### src/hw/cpuPkg.sv
package cpuPkg;

	// Instruction opcode, bits 15 to 14
	typedef enum logic [1:0] {
		opNop,
		opFlags,
		opJump,
		opHalt
	} opcodeT;

	// Condition code select, bits 11 to 10
	typedef enum logic [1:0] {
		ccZero,
		ccSign,
		ccParity,
		ccCarry
	} ccSelectT;

	// Jump mode, bits 13 to 12; codes 2 and 3 reserved
	typedef enum logic [1:0] {
		jmpAbs,
		jmpRel
	} jmpModeT;

	// Next PC base
	typedef enum logic {
		pcBaseA,
		pcBaseZero
	} pcBaseT;

	// Next PC offset
	typedef enum logic [1:0] {
		pcOffsetTwo,
		pcOffsetDin,
		pcOffsetZero
	} pcOffsetT;

	typedef enum logic [2:0] {
		seqFetchInstr,
		seqWaitAckLow,
		seqFetchOperand,
		seqExecute,
		seqHalted
	} seqStateT;

	typedef struct packed {
		logic zero;
		logic sign;
		logic parity;
		logic carry;
	} ccFlagsT;

	// Field positions in the instruction word
	localparam int opcodeHi = 15;
	localparam int opcodeLo = 14;
	localparam int jmpModeHi = 13;
	localparam int jmpModeLo = 12;
	localparam int ccSelectHi = 11;
	localparam int ccSelectLo = 10;
	localparam int ccInvertBit = 9;
	localparam int ccApplyBit = 8;
	localparam int flagValueHi = 7;
	localparam int flagCarryBit = 8;

	// Byte step between consecutive words
	localparam logic [15:0] wordStep = 16'd2;

endpackage

### src/hw/branchIf.sv
`timescale 1ns/10ps

// Decoded jump controls from decoder to branch logic
interface branchIf
	import cpuPkg::*;
	();

	ccSelectT ccSelect;
	logic ccInvert;
	logic ccApply;
	jmpModeT jmpMode;

	modport decoder (
		output ccSelect,
		output ccInvert,
		output ccApply,
		output jmpMode
	);

	modport branch (
		input ccSelect,
		input ccInvert,
		input ccApply,
		input jmpMode
	);

endinterface

### src/hw/instrDecoder.sv
`timescale 1ns/10ps

module instrDecoder
	import cpuPkg::*;
	(
	input logic [15:0] instr,
	output opcodeT opcode,
	branchIf.decoder br
);

	logic [1:0] rawMode;

	assign rawMode = instr[jmpModeHi:jmpModeLo];

	always_comb begin
		opcode = opcodeT'(instr[opcodeHi:opcodeLo]);
	end

	// Condition fields, meaningful only for jumps
	always_comb begin
		br.ccSelect = ccSelectT'(instr[ccSelectHi:ccSelectLo]);
		br.ccInvert = instr[ccInvertBit];
		br.ccApply = instr[ccApplyBit];
	end

	// Reserved mode codes fall back to absolute
	always_comb begin
		case (rawMode)
			2'b01: begin
				br.jmpMode = jmpRel;
			end
			default: begin
				br.jmpMode = jmpAbs;
			end
		endcase
	end

endmodule

### src/hw/flagUnit.sv
`timescale 1ns/10ps

module flagUnit
	import cpuPkg::*;
	(
	input logic CLK,
	input logic rstN,
	input logic load,
	input logic [8:0] value,
	output ccFlagsT flags
);

	ccFlagsT nextFlags;
	logic [7:0] dataByte;

	assign dataByte = value[flagValueHi:0];

	always_comb begin
		nextFlags.zero = (dataByte == 8'h00);
		nextFlags.sign = dataByte[7];
		// Set on an even count of ones
		nextFlags.parity = ~^dataByte;
		nextFlags.carry = value[flagCarryBit];
	end

	always_ff @(posedge CLK or negedge rstN) begin
		if (!rstN) begin
			flags <= '0;
		end else if (load) begin
			flags <= nextFlags;
		end
	end

	// Flags only move on a flag load
	flagsHold: assert property (
		@(posedge CLK) disable iff (!rstN)
		!load |=> $stable(flags)
	) else $error("flagUnit: flags changed without load");

endmodule

### src/hw/branchLogic.sv
`timescale 1ns/10ps

module branchLogic
	import cpuPkg::*;
	(
	input ccFlagsT flags,
	input logic isJump,
	branchIf.branch br,
	output pcBaseT pcBase,
	output pcOffsetT pcOffset
);

	logic selFlag;
	logic condMet;
	logic taken;

	always_comb begin
		case (br.ccSelect)
			ccZero: selFlag = flags.zero;
			ccSign: selFlag = flags.sign;
			ccParity: selFlag = flags.parity;
			default: selFlag = flags.carry;
		endcase
	end

	assign condMet = selFlag ^ br.ccInvert;

	// Apply clear means always taken
	assign taken = isJump && (!br.ccApply || condMet);

	always_comb begin
		if (taken && br.jmpMode == jmpAbs) begin
			pcBase = pcBaseZero;
			pcOffset = pcOffsetDin;
		end else if (taken) begin
			pcBase = pcBaseA;
			pcOffset = pcOffsetDin;
		end else begin
			pcBase = pcBaseA;
			pcOffset = pcOffsetTwo;
		end
		// A zero base with zero offset would restart at address 0
		noZeroTarget: assert (!(pcBase == pcBaseZero && pcOffset == pcOffsetZero))
			else $error("branchLogic: zero base with zero offset");
	end

endmodule

### src/hw/fetchSequencer.sv
`timescale 1ns/10ps

module fetchSequencer
	import cpuPkg::*;
	#(
	parameter logic [15:0] resetPc = 16'h0000
) (
	input logic CLK,
	input logic rstN,
	output logic memReq,
	output logic [15:0] memAddr,
	input logic memAck,
	input logic [15:0] memData,
	output logic [15:0] instr,
	input opcodeT opcode,
	input pcBaseT pcBase,
	input pcOffsetT pcOffset,
	output logic flagLoad,
	output logic halted
);

	seqStateT state;
	logic [15:0] operand;
	logic [15:0] baseAddr;
	logic [15:0] offsetVal;
	logic [15:0] nextAddr;
	logic capture;
	opcodeT fetchedOp;

	// Word arriving on the bus, peeked to decide on an operand fetch
	assign fetchedOp = opcodeT'(memData[opcodeHi:opcodeLo]);
	assign capture = memReq && memAck;

	// memAddr still points at the last word fetched
	always_comb begin
		if (pcBase == pcBaseA) begin
			baseAddr = memAddr;
		end else begin
			baseAddr = 16'h0000;
		end
	end

	always_comb begin
		case (pcOffset)
			pcOffsetTwo: offsetVal = wordStep;
			pcOffsetDin: offsetVal = operand;
			default: offsetVal = 16'h0000;
		endcase
	end

	// Wraps at 16 bits
	assign nextAddr = baseAddr + offsetVal;

	assign flagLoad = (state == seqExecute) && (opcode == opFlags);

	always_ff @(posedge CLK or negedge rstN) begin
		if (!rstN) begin
			state <= seqFetchInstr;
			memReq <= 1'b0;
			memAddr <= resetPc;
			halted <= 1'b0;
		end else begin
			case (state)
				seqFetchInstr: begin
					if (!memReq) begin
						if (!memAck) begin
							memReq <= 1'b1;
						end
					end else if (memAck) begin
						memReq <= 1'b0;
						if (fetchedOp == opJump) begin
							state <= seqWaitAckLow;
						end else begin
							state <= seqExecute;
						end
					end
				end
				seqWaitAckLow: begin
					// Step to the operand once the instruction cycle closes
					if (!memAck) begin
						memAddr <= memAddr + wordStep;
						state <= seqFetchOperand;
					end
				end
				seqFetchOperand: begin
					if (!memReq) begin
						if (!memAck) begin
							memReq <= 1'b1;
						end
					end else if (memAck) begin
						memReq <= 1'b0;
						state <= seqExecute;
					end
				end
				seqExecute: begin
					if (opcode == opHalt) begin
						halted <= 1'b1;
						state <= seqHalted;
					end else begin
						memAddr <= nextAddr;
						state <= seqFetchInstr;
					end
				end
				default: begin
					// Parked until reset
					state <= seqHalted;
				end
			endcase
		end
	end

	// Captured words
	always_ff @(posedge CLK) begin
		if (capture && state == seqFetchInstr) begin
			instr <= memData;
		end
		if (capture && state == seqFetchOperand) begin
			operand <= memData;
		end
	end

	addrStable: assert property (
		@(posedge CLK) disable iff (!rstN)
		memReq |=> $stable(memAddr)
	) else $error("fetchSequencer: memAddr moved during request");

	// New request only after the previous ack dropped
	reqAfterAckLow: assert property (
		@(posedge CLK) disable iff (!rstN)
		$rose(memReq) |-> !$past(memAck)
	) else $error("fetchSequencer: memReq rose with memAck high");

endmodule

### src/hw/fetchCore.sv
`timescale 1ns/10ps

module fetchCore
	import cpuPkg::*;
	#(
	parameter logic [15:0] resetPc = 16'h0000
) (
	input logic CLK,
	input logic rstN,
	output logic memReq,
	output logic [15:0] memAddr,
	input logic memAck,
	input logic [15:0] memData,
	output logic halted
);

	logic [15:0] instr;
	opcodeT opcode;
	ccFlagsT flags;
	logic flagLoad;
	pcBaseT pcBase;
	pcOffsetT pcOffset;

	branchIf brIf ();

	instrDecoder i_decoder (
		.instr(instr),
		.opcode(opcode),
		.br(brIf.decoder)
	);

	flagUnit i_flags (
		.CLK(CLK),
		.rstN(rstN),
		.load(flagLoad),
		.value(instr[flagCarryBit:0]),
		.flags(flags)
	);

	branchLogic i_branch (
		.flags(flags),
		.isJump(opcode == opJump),
		.br(brIf.branch),
		.pcBase(pcBase),
		.pcOffset(pcOffset)
	);

	fetchSequencer #(
		.resetPc(resetPc)
	) i_sequencer (
		.CLK(CLK),
		.rstN(rstN),
		.memReq(memReq),
		.memAddr(memAddr),
		.memAck(memAck),
		.memData(memData),
		.instr(instr),
		.opcode(opcode),
		.pcBase(pcBase),
		.pcOffset(pcOffset),
		.flagLoad(flagLoad),
		.halted(halted)
	);

endmodule

### config.mk
export PLATFORM = sky130hd
export DESIGN_NAME = fetchCore
export DESIGN_NICKNAME = d
export VERILOG_FILES = /design/src/hw/cpuPkg.sv /design/src/hw/branchIf.sv /design/src/hw/instrDecoder.sv /design/src/hw/flagUnit.sv /design/src/hw/branchLogic.sv /design/src/hw/fetchSequencer.sv /design/src/hw/fetchCore.sv
export SDC_FILE = /design/constraint.sdc
export NUM_CORES = 1
export LEC_CHECK = 0
export BUFFER_PORTS_ARGS = -buffer_cell sky130_fd_sc_hd__buf_4
export CORE_UTILIZATION = 35
export CTS_CLUSTER_SIZE = 10
export DETAILED_ROUTE_END_ITERATION = 10
export PLACE_DENSITY = 0.6
export SKIP_CTS_REPAIR_TIMING = 1
export SYNTH_ARGS = -nofsm -noshare
export SYNTH_HDL_FRONTEND = slang
export SYNTH_SLANG_ARGS = --single-unit
### constraint.sdc
create_clock -name CLK -period 5.8 [get_ports CLK]
set_input_delay 0.87 -clock CLK [delete_from_list [all_inputs] [get_ports CLK]]
set_output_delay 0.87 -clock CLK [all_outputs]
set_load 0.005 [all_outputs]
Word-level counts from Yosys, hierarchy flattened
Cells that the tools add are included.

Add/sub/neg operators: 2. Bitwise operators: 1. Muxes and demuxes: 19. Reduce and logical (&&, ||, !) cells: 19. Equality and inequality tests: 17.

Operators by type and width (count): $pmux 16 s2 (2); $mux 16 (3); $mux 3 (6); $add 16x16->16 (1); $add 16x2->16 const B (1); $pmux 3 s4 (1); $eq 2x1->1 const B (4); $eq 2x2->1 const B (4); $logic_not 8->1 (1); $ne 2x2->1 const B (4); $reduce_xnor 8->1 (1); $eq 3x2->1 const B (2); $logic_and 1x1->1 (6); $logic_not 2->1 (3); $reduce_and 5->1 (1); $mux 1 (4); $mux 2 (2); $ne 2x1->1 const B (2); $eq 3x1->1 const B (1); $logic_not 3->1 (1); $pmux 1 s3 (1); $reduce_and 3->1 (1); $reduce_and 2->1 (1); $reduce_bool 2->1 (1); other kinds (4) (4).

Bits in registers: 57. Output and inout bits: 18.

Longest topological paths before layout
Gate-level depths: netlist of run 1.

Depth in word-level cells: 12. Gate-level depth with buffers: 16.

Modules after synthesis
A second synthesis of run 1 with hierarchy kept.

Cell total of the unflattened synthesis: 352. Area total of the unflattened synthesis: 3512.1 um2.

Modules (own cells, without submodules): fetchSequencer (cells each 304, area an instance 3062.9 um2, seq. area each 1486.4 um2, times used 1); flagUnit (cells each 25, area an instance 264.0 um2, seq. area each 100.1 um2, times used 1); branchLogic (cells each 13, area an instance 101.3 um2, seq. area each 0.0 um2, times used 1); instrDecoder (cells each 9, area an instance 70.1 um2, seq. area each 0.0 um2, times used 1); fetchCore (cells each 1, area an instance 13.8 um2, seq. area each 0.0 um2, times used 1).

Least setup slack after synthesis of run 1
Ideal clock, no wire load.

Kind: register -> register. From: reg i_sequencer.instr[10]. To: reg i_sequencer.memAddr[14]. Stages on the path, launching flop included: 17. Arrival time: 3.186 ns. Buffers on the path: 2. Path slack: 2.524 ns. Setup time: 0.090 ns. Data required time: 5.710 ns. Path through: edfxtp_1 mux4_2 xnor2_1 nand2_1 and3_4 buf_6 nor2b_4 buf_12 nor2b_2 ha_1 nand3_1 o22ai_1 nor2_1 a311oi_1 a31oi_1 xor2_1 o221ai_1.

Longest elaborated chain between the ends: 12.

Ends and longest elaborated chain: start, declared (line fetchSequencer.sv:14) `output logic [15:0] instr,`; start signal, assigned (line fetchSequencer.sv:115) `instr <= memData;`; $eq 2x2->1 (tied with other cells) (line branchLogic.sv:18) `case (br.ccSelect)`; $pmux 1 s3 (*) (line branchLogic.sv:18); $xor 1x1->1 (*) (line branchLogic.sv:26) `assign condMet = selFlag ^ br.ccInvert;`; $logic_or 1x1->1 (*) (line branchLogic.sv:29) `assign taken = isJump && (!br.ccApply || condMet);`; $logic_and 1x1->1 (*) (line branchLogic.sv:29); $mux 1 / $logic_and 1x1->1 (equally long branches) (line branchLogic.sv:35, branchLogic.sv:32); $mux 2 (line branchLogic.sv:32) `if (taken && br.jmpMode == jmpAbs) begin`; $eq 2x1->1 / $logic_not 2->1 (equally long branches) (line fetchSequencer.sv:44) `case (pcOffset)`; $pmux 16 s2 (line fetchSequencer.sv:44); $add 16x16->16 (*) (line fetchSequencer.sv:52) `assign nextAddr = baseAddr + offsetVal;`; $mux 16 (*) (line fetchSequencer.sv:96) `if (opcode == opHalt) begin`; $pmux 16 s2 (*) (line fetchSequencer.sv:63) `case (state)`; end signal, assigned (line fetchSequencer.sv:60) `memAddr <= resetPc;`; end signal, assigned (line fetchSequencer.sv:81) `memAddr <= memAddr + wordStep;`; end signal, assigned (line fetchSequencer.sv:100) `memAddr <= nextAddr;`; end, declared (line fetchSequencer.sv:11) `output logic [15:0] memAddr,`.

Every way passes the cells marked *; elsewhere a longest branch is shown, timed or not. The select of a mux whose other input is x is not followed. A chain may end at the register's enable or synchronous reset.

Final worst setup path of run 1
Ends and elaborated chain as after synthesis.

==> results of run 1 <==
[power by group]
| part | total, mW | internal, mW | switching, mW |
|---|---|---|---|
| Sequential | 0.636 | 0.538 | 0.0977 |
| Combinational | 0.627 | 0.302 | 0.324 |
| Clock | 0.434 | 0.255 | 0.179 |
[registers in the layout (all words and copies together), names as in the netlist]
signal / count
i_sequencer.instr: 16
i_sequencer.memAddr: 16
i_sequencer.operand: 16
i_flags.flags: 4
i_sequencer.state: 3
i_sequencer.halted: 1
i_sequencer.memReq: 1
[cells by family (layout without fill, tap and decap cells)]
family          count (synthesis)  count (layout)  share of synthesized area (%)
mux                             6               6                           2.30
compound gates                 77              77                           13.3
xor+xnor                       16              16                           4.22
fa+ha+maj                      21              21                           8.13
flops                          57              57                           47.7
buf+inv                        24              69                           3.46
simple gates                  127             127                           20.8
[worst max path at each step]
stage	to	slack (ps)	cells after the start
after floorplan	i_sequencer.memAddr[14]	2520	16
after CTS	i_sequencer.memAddr[14]	1860	14
after detailed placement	i_sequencer.memAddr[14]	1900	14
after global placement	i_sequencer.memAddr[8]	1980	15
after global routing	i_sequencer.memAddr[8]	1580	15
final	i_sequencer.memAddr[14]	1830	14
[layout by cell type, fill, tap and decap left out, types with 2 or more instances in the layout]
cell / count
sky130_fd_sc_hd__buf_4: 37
sky130_fd_sc_hd__a21oi_1: 36
sky130_fd_sc_hd__edfxtp_1: 32
sky130_fd_sc_hd__nand2_1: 28
sky130_fd_sc_hd__nor2_1: 25
sky130_fd_sc_hd__dfrtp_1: 25
sky130_fd_sc_hd__o21ai_0: 20
sky130_fd_sc_hd__ha_1: 20
sky130_fd_sc_hd__inv_1: 16
sky130_fd_sc_hd__and2_1: 16
sky130_fd_sc_hd__nand3_1: 14
sky130_fd_sc_hd__clkbuf_8: 10
sky130_fd_sc_hd__xnor2_1: 8
sky130_fd_sc_hd__xor2_1: 8
sky130_fd_sc_hd__nor2b_2: 7
sky130_fd_sc_hd__nor3_1: 7
sky130_fd_sc_hd__and2b_1: 5
sky130_fd_sc_hd__o21bai_1: 4
sky130_fd_sc_hd__nor2b_4: 3
sky130_fd_sc_hd__nand2b_1: 3
sky130_fd_sc_hd__nand4_1: 3
sky130_fd_sc_hd__mux2_2: 3
sky130_fd_sc_hd__nor2b_1: 2
sky130_fd_sc_hd__nor3_2: 2
sky130_fd_sc_hd__a21o_1: 2
sky130_fd_sc_hd__and3_1: 2
sky130_fd_sc_hd__o22ai_1: 2
sky130_fd_sc_hd__a311oi_1: 2
sky130_fd_sc_hd__mux2i_1: 2
sky130_fd_sc_hd__bufinv_16: 2
[final cells by class]
cell class              instances  share of cell area, %
multi-input cells             247                   41.4
repair buffers                 37                   7.04
well taps                     129                   4.09
flip-flops and latches         57                   40.2
inverters                      16                   1.52
clock inverters                 6                   2.28
clock buffers                  10                   3.49
[routing by layer]
| layer | global-route usage [%] | vias to the layer above | wire length, um |
|---|---|---|---|
| met5 | 0 | - | 0 |
| met4 | 7.13 | 0 | 106 |
| met3 | 3.30 | 12 | 349 |
| met2 | 25.5 | 60 | 3250 |
| met1 | 22.5 | 1181 | 3560 |
| li1 | - | 1247 | - |
[per-stage QoR]
step | worst slack [ps] | total power [mW] | cells | cell area (sq um)
floorplan | 2520 | 1.06 | 328 | 3320
global placement | 1980 | 1.26 | 486 | 3720
detailed placement | 1900 | 1.27 | 486 | 3720
CTS | 1860 | 1.71 | 502 | 3950
global route | 1580 | 1.82 | 502 | 3950
finish | 1830 | 1.70 | 502 | 3950
[worst max-delay path: cells and delay by family (launching register included)]
kind | cells | cell delay [ps]
fa+ha+maj | 1 | 330
xor+xnor | 2 | 300
compound gates | 5 | 1120
mux | 1 | 510
simple gates | 5 | 1250
flops | 1 | 350
==> summary.txt, run 1 <==
Timing
  • Final count of hold timing violations: 0
  • Sum Neg Setup Slack: 0 ps
  • Setup clock skew after layout: 13.5 ps
  • Post-route clock period utilization: 68.4%
  • Tmin final: 3970 ps
  • Maximum frequency from static timing analysis: 252 MHz
  • Relative slew slack: 18.7%
  • Slew of the pin with the lowest slew margin: 1210 ps
  • RSZ-0062 raised after global routing: no
  • Worst hold-check slack: 434 ps
  • Count of pins over their slew limit: 0
  • Setup-violating endpoint count in the final report: 0

Worst setup path
  • Max stage delay on crit path: 510 ps
  • Biggest fanout along the worst timing path: 17
  • CP Class: reg -> reg
  • Critical Path Sink Type: flop
  • Path depth of the worst reg2reg path: 14
  • Startpoint type of the worst setup path: flop
  • Origin of the worst setup path: i_sequencer.instr[10]
  • Most used cell along the critical path: sky130_fd_sc_hd__nand2_1
  • RR Startpoint: i_sequencer.instr[10]
  • Max stage delay cell, worst path: sky130_fd_sc_hd__mux4_2
  • End of the worst register-to-register path: i_sequencer.memAddr[14]
  • Flop-to-flop setup slack: 1830 ps
  • Data arrival time of the worst path: 4210 ps
  • CP cell instances: mux4_2 > xnor2_1 > nand2_1 > and3_4 > nor2b_4 > and2b_1 > ha_1 > a21oi_1 > o21ai_0 > nand2_1 > a311oi_1 > a31oi_1 > xor2_1 > o221ai_1
  • Data required time of the critical path: 6040 ps

Layout
  • Number of inserted diodes: 0
  • Layout cells sized above 1: 19.8%
  • Area used by sequential logic in the layout: 1590 sq um
  • Layout overhead on the synthesized area: 18.7%
  • Final core utilization: 42.7%
  • Total Nets Final: 408
  • Area of the multi-input gates: 1630 sq um
  • Filler Cells Inserted: 918

Floorplanning
  • Die width: 99.4 um
  • Core area: 9240 sq um
  • Number of placed I/O pins: 37
  • Standard-cell rows: 35
  • Die Y: 99.4 um
  • Die area: 9890 sq um
  • Initial Util: 36.0%

Place
  • Global placement routability congestion: 0.871
  • Number of buffers added on ports: 36
  • Dpl hpwl: 5420 um

GRT
  • Combined global-route utilization of all metal layers: 16.5%
  • Number of antenna violations at the first check in global routing: 0
  • First-pass GRT wire length: 12500 um
  • Maximum number of pins on one net before global-route repair: 26
  • Grt ovf: 0
  • Via count of the first global-routing pass: 2592

Pwr
  • Leak pwr: 1.64 nW
  • Power density over the cells: 430 nW/um^2
  • IR drop worst, VDD: 0.000201 V

Yosys
  • Syn nets: 368
  • Cell taking the most area after synthesis: sky130_fd_sc_hd__edfxtp_1
  • Yosys warning total: 0
  • Commonest register cell after synthesis: sky130_fd_sc_hd__edfxtp_1
  • Syn_area_per_cell: 10.1 sq um
  • Largest cells by area after synthesis: sky130_fd_sc_hd__edfxtp_1 (29%), sky130_fd_sc_hd__dfrtp_1 (19%), sky130_fd_sc_hd__ha_1 (7.5%)
  • Number of distinct library cell variants in the gate-level netlist after synthesis: 54
  • Share of flip-flops with an asynchronous set or reset after synthesis: 43.9%
  • Cell with the most instances after synthesis: sky130_fd_sc_hd__a21oi_1
  • Number of synthesized register bits: 57
  • EDFF count, synth: 32
  • Post-Syn Instances: 328
  • Fraction of the yosys area taken by sequential cells: 47.7%
  • Cell types with the highest counts after synthesis: sky130_fd_sc_hd__a21oi_1 (36), sky130_fd_sc_hd__edfxtp_1 (32), sky130_fd_sc_hd__nand2_1 (28)
  • Area share of the leading cell type in the synthesized netlist: 28.9%
  • Mapped cell area: 3320 sq um

Outcome
  • Status: complete, no violations

Clock network
  • TritonCTS clock tree: built
  • Clk sinks: 57
  • Max clock buf depth: 2
  • Clock latency of the later-clocked register in the worst-skew pair: 350 ps
  • Number of H-tree levels: 3
  • Root buffer cell: sky130_fd_sc_hd__clkbuf_8
  • Clock buffer count from CTS: 9
  • Clock transition time at the flip-flop clock pins of the worst setup and hold paths: 70 ps

Detailed routing
  • Routed wire per std cell: 14.5 um
  • Detailed-route via count: 2500
  • Vias per Instance: 4.98
  • DRC errors left: 0
  • Number of nets with antenna violations after detailed routing: 0
  • Total wire length: 7270 um
  • First-pass iteration count of the detailed router: 4
  • Detailed router's first-iteration violation count: 115

Flow run
  • Max capacitance violation total: 0

Worst hold path
  • Classification of the worst-slack hold path: in -> async
(Power assumes the default switching activity.)
==> run 2, diff against run 1 <==
==> constraint.sdc (replaced) <==
create_clock -name CLK -period 3.83 [get_ports CLK]
set_input_delay 0.5745 -clock CLK [delete_from_list [all_inputs] [get_ports CLK]]
set_output_delay 0.5745 -clock CLK [all_outputs]
set_load 0.005 [all_outputs]
==> run 2 against run 1 <==
Combinational power grew 55%. Clock power grew 54%. Register-to-register slack lost 1600 ps. Utilization grew 0.53 points. Critical path depth is 1 higher. Flip-flop and latch count did not move. Critical path type unchanged. Cell count up 0.80%. Clock-buffer cell count shrank 1. Worst hold slack got worse by 280 ps. First-iteration DRC count grew 29%. Non-clock buffer count rose by 4.
==> summary.txt, run 2 (same netlist as run 1, synthesis figures left out) <==
Floorplanning
  • Number of placed I/O pins: 37 (unchanged)
  • Die area: 9890 sq um (unchanged)
  • Initial Util: 36.0% (unchanged)
  • Core area: 9240 sq um (unchanged)
  • Standard-cell rows: 35 (unchanged)
  • Die Y: 99.4 um (unchanged)
  • Die width: 99.4 um (unchanged)

Layout
  • Total Nets Final: 412 (was 408)
  • Count of non-filler cells in the finished layout: 506 (was 502)
  • Final core utilization: 43.2% (was 42.7%)
  • Largest registers: i_sequencer.instr: 16 flops, i_sequencer.memAddr: 16 flops, i_sequencer.operand: 16 flops (unchanged)
  • Filler Cells Inserted: 901 (was 918)
  • Most frequent standard cell in the layout excluding fill and tap cells: sky130_fd_sc_hd__buf_4 (unchanged)
  • Layout overhead on the synthesized area: 20.2% (was 18.7%)
  • Layout cells sized above 1: 20.7% (was 19.8%)
  • Number of inserted diodes: 0 (unchanged)
  • Commonest cells after routing, fill and taps aside: sky130_fd_sc_hd__buf_4 (41), sky130_fd_sc_hd__a21oi_1 (34), sky130_fd_sc_hd__edfxtp_1 (32) (was sky130_fd_sc_hd__buf_4 (37), sky130_fd_sc_hd__a21oi_1 (36), sky130_fd_sc_hd__edfxtp_1 (32))

Clock network
  • Root buffer cell: sky130_fd_sc_hd__clkbuf_8 (unchanged)
  • Number of H-tree levels: 3 (unchanged)
  • Clk sinks: 57 (unchanged)
  • Max clock buf depth: 2 (unchanged)
  • Clock buffer count from CTS: 9 (unchanged)
  • Clock transition time at the flip-flop clock pins of the worst setup and hold paths: 70 ps (about the same)
  • TritonCTS clock tree: built (unchanged)
  • Clock latency of the later-clocked register in the worst-skew pair: 330 ps (was 350 ps)

Pwr
  • Part of the total power dissipated in sequential elements: 36.9% (was 37.5%)
  • Combinational share of power: 37.3% (was 36.9%)
  • Fraction of power consumed by the clock network: 25.7% (was 25.6%)
  • Leak pwr: 1.66 nW (was 1.64 nW)
  • Int Power: 1.71 mW (was 1.10 mW)
  • Power density over the cells: 653 nW/um^2 (was 430 nW/um^2)
  • Net switching power: 897 uW (was 601 uW)
  • Share of total power consumed by net switching: 34.4% (was 35.4%)
  • IR drop worst, VDD: 0.000279 V (was 0.000201 V)

Detailed routing
  • DRC errors left: 0 (unchanged)
  • Detailed-route via count: 2482 (was 2500)
  • Total wire length: 7390 um (was 7270 um)
  • First-pass iteration count of the detailed router: 4 (unchanged)
  • Detailed router's first-iteration violation count: 148 (was 115)
  • Number of nets with antenna violations after detailed routing: 0 (unchanged)
  • Routed wire per std cell: 14.6 um (was 14.5 um)
  • Vias per Instance: 4.91 (was 4.98)

Worst setup path
  • RR Startpoint: i_sequencer.instr[10] (unchanged)
  • End of the worst register-to-register path: i_sequencer.memAddr[14] (unchanged)
  • Origin of the worst setup path: i_sequencer.instr[10] (unchanged)
  • CP Class: reg -> reg (unchanged)
  • Data required time of the critical path: 4030 ps (was 6040 ps)
  • Critical Path Sink Type: flop (unchanged)
  • Biggest fanout along the worst timing path: 17 (unchanged)
  • Data arrival time of the worst path: 3820 ps (was 4210 ps)
  • Path depth of the worst reg2reg path: 15 (was 14)
  • End point of the critical path: i_sequencer.memAddr[14] (unchanged)
  • Startpoint type of the worst setup path: flop (unchanged)
  • Flop-to-flop setup slack: 220 ps (was 1830 ps)

Timing
  • Tmin final: 3610 ps (was 3970 ps)
  • Post-route clock period utilization: 94.3% (was 68.4%)
  • Slack of the critical path: 217 ps (was 1830 ps)
  • Count of pins over their slew limit: 0 (unchanged)
  • Relative slew slack: 45.2% (was 18.7%)
  • Setup clock skew after layout: 8.89 ps (was 13.5 ps)
  • Worst hold-check slack: 157 ps (was 434 ps)
  • Maximum frequency from static timing analysis: 277 MHz (was 252 MHz)
  • Setup-violating endpoint count in the final report: 0 (unchanged)
  • Sum Neg Setup Slack: 0 ps (unchanged)
  • Final count of hold timing violations: 0 (unchanged)
  • Slew of the pin with the lowest slew margin: 821 ps (was 1210 ps)

Place
  • Number of buffers added on ports: 36 (unchanged)
  • Pre-CTS setup slack: 156 ps (was 1900 ps)
  • Global placement routability congestion: 0.857 (was 0.871)
  • Dpl hpwl: 5410 um (was 5420 um)
  • Number of placed instances, taps included: 488 (was 486)

GRT
  • Combined global-route utilization of all metal layers: 16.1% (was 16.5%)
  • Maximum number of pins on one net before global-route repair: 26 (unchanged)
  • Number of antenna violations at the first check in global routing: 0 (unchanged)
  • Via count of the first global-routing pass: 2408 (was 2592)
  • First-pass GRT wire length: 12200 um (was 12500 um)
  • Grt ovf: 0 (unchanged)

Outcome
  • Status: complete, no violations (unchanged)

Worst hold path
  • Classification of the worst-slack hold path: in -> async (unchanged)

Flow run
  • Max capacitance violation total: 0 (unchanged)
==> run 2: changes by cell type in the layout (fill, tap and decap cells not counted), sizes merged <==
cell	delta
buf	+4
bufinv	+1
clkbuf	-1
clkinv	+1
inv	-1
==> run 2: power groups by stage <==
stage,sequential [mW],combinational [mW],clock (mW)
CTS,0.964,0.960,0.685
global route,0.989,1.09,0.714
detailed placement,0.975,0.954,0
finish,0.963,0.973,0.670
global placement,0.976,0.934,0
floorplan,0.938,0.661,0
==> run 2: worst max-delay path: stages (launching register included) <==
cell and delay, ps:
sky130_fd_sc_hd__edfxtp_1 350, sky130_fd_sc_hd__mux4_2 510, sky130_fd_sc_hd__xnor2_1 140, sky130_fd_sc_hd__nand2_1 90, sky130_fd_sc_hd__and3_4 270, sky130_fd_sc_hd__nor2b_4 270, sky130_fd_sc_hd__buf_4 240, sky130_fd_sc_hd__nor2_2 50
sky130_fd_sc_hd__ha_1 330, sky130_fd_sc_hd__a21oi_1 180, sky130_fd_sc_hd__o22ai_1 100, sky130_fd_sc_hd__nor2_1 280, sky130_fd_sc_hd__a311oi_2 180, sky130_fd_sc_hd__a31oi_1 220, sky130_fd_sc_hd__xor2_1 160, sky130_fd_sc_hd__o221ai_1 120
==> run 2: final cells by class <==
cell class	instances	area (sq um)	share of cell area [%]
well taps	129	161	4.04
multi-input cells	247	1650	41.2
clock buffers	9	124	3.10
repair buffers	41	308	7.71
clock inverters	7	109	2.73
inverters	16	60.1	1.50
flip-flops and latches	57	1590	39.7
==> run 2: through the flow <==
step                      power, mW  instance area [sq um]
final                          2.61                   3990
after global routing           2.80                   3990
after CTS                      2.61                   3970
after detailed placement       1.93                   3730
after global placement         1.91                   3730
after floorplan                1.60                   3320
==> run 2: metal layers <==
| metal | global-route usage (%) | part of all wire (%) | up-vias |
|---|---|---|---|
| met1 | 22.9 | 51 | 1153 |
| li1 | - | - | 1257 |
| met4 | 5.20 | 1.2 | 0 |
| met2 | 24.2 | 44 | 63 |
| met3 | 3.94 | 4.4 | 9 |
| met5 | 0 | 0 | - |
==> run 2: worst min path at each step <==
stage                  startpoint              endpoint  slack (ps)  cells after the start
2_1_floorplan                rstN      i_flags.flags[0]         280                      0
3_5_place_dp   i_sequencer.halted    i_sequencer.halted         460                      1
4_1_cts                      rstN    i_sequencer.memReq         160                      1
5_1_grt                      rstN    i_sequencer.halted         160                      1
3_3_place_gp   i_sequencer.halted    i_sequencer.halted         470                      1
6_report                     rstN  i_sequencer.state[1]         160                      1
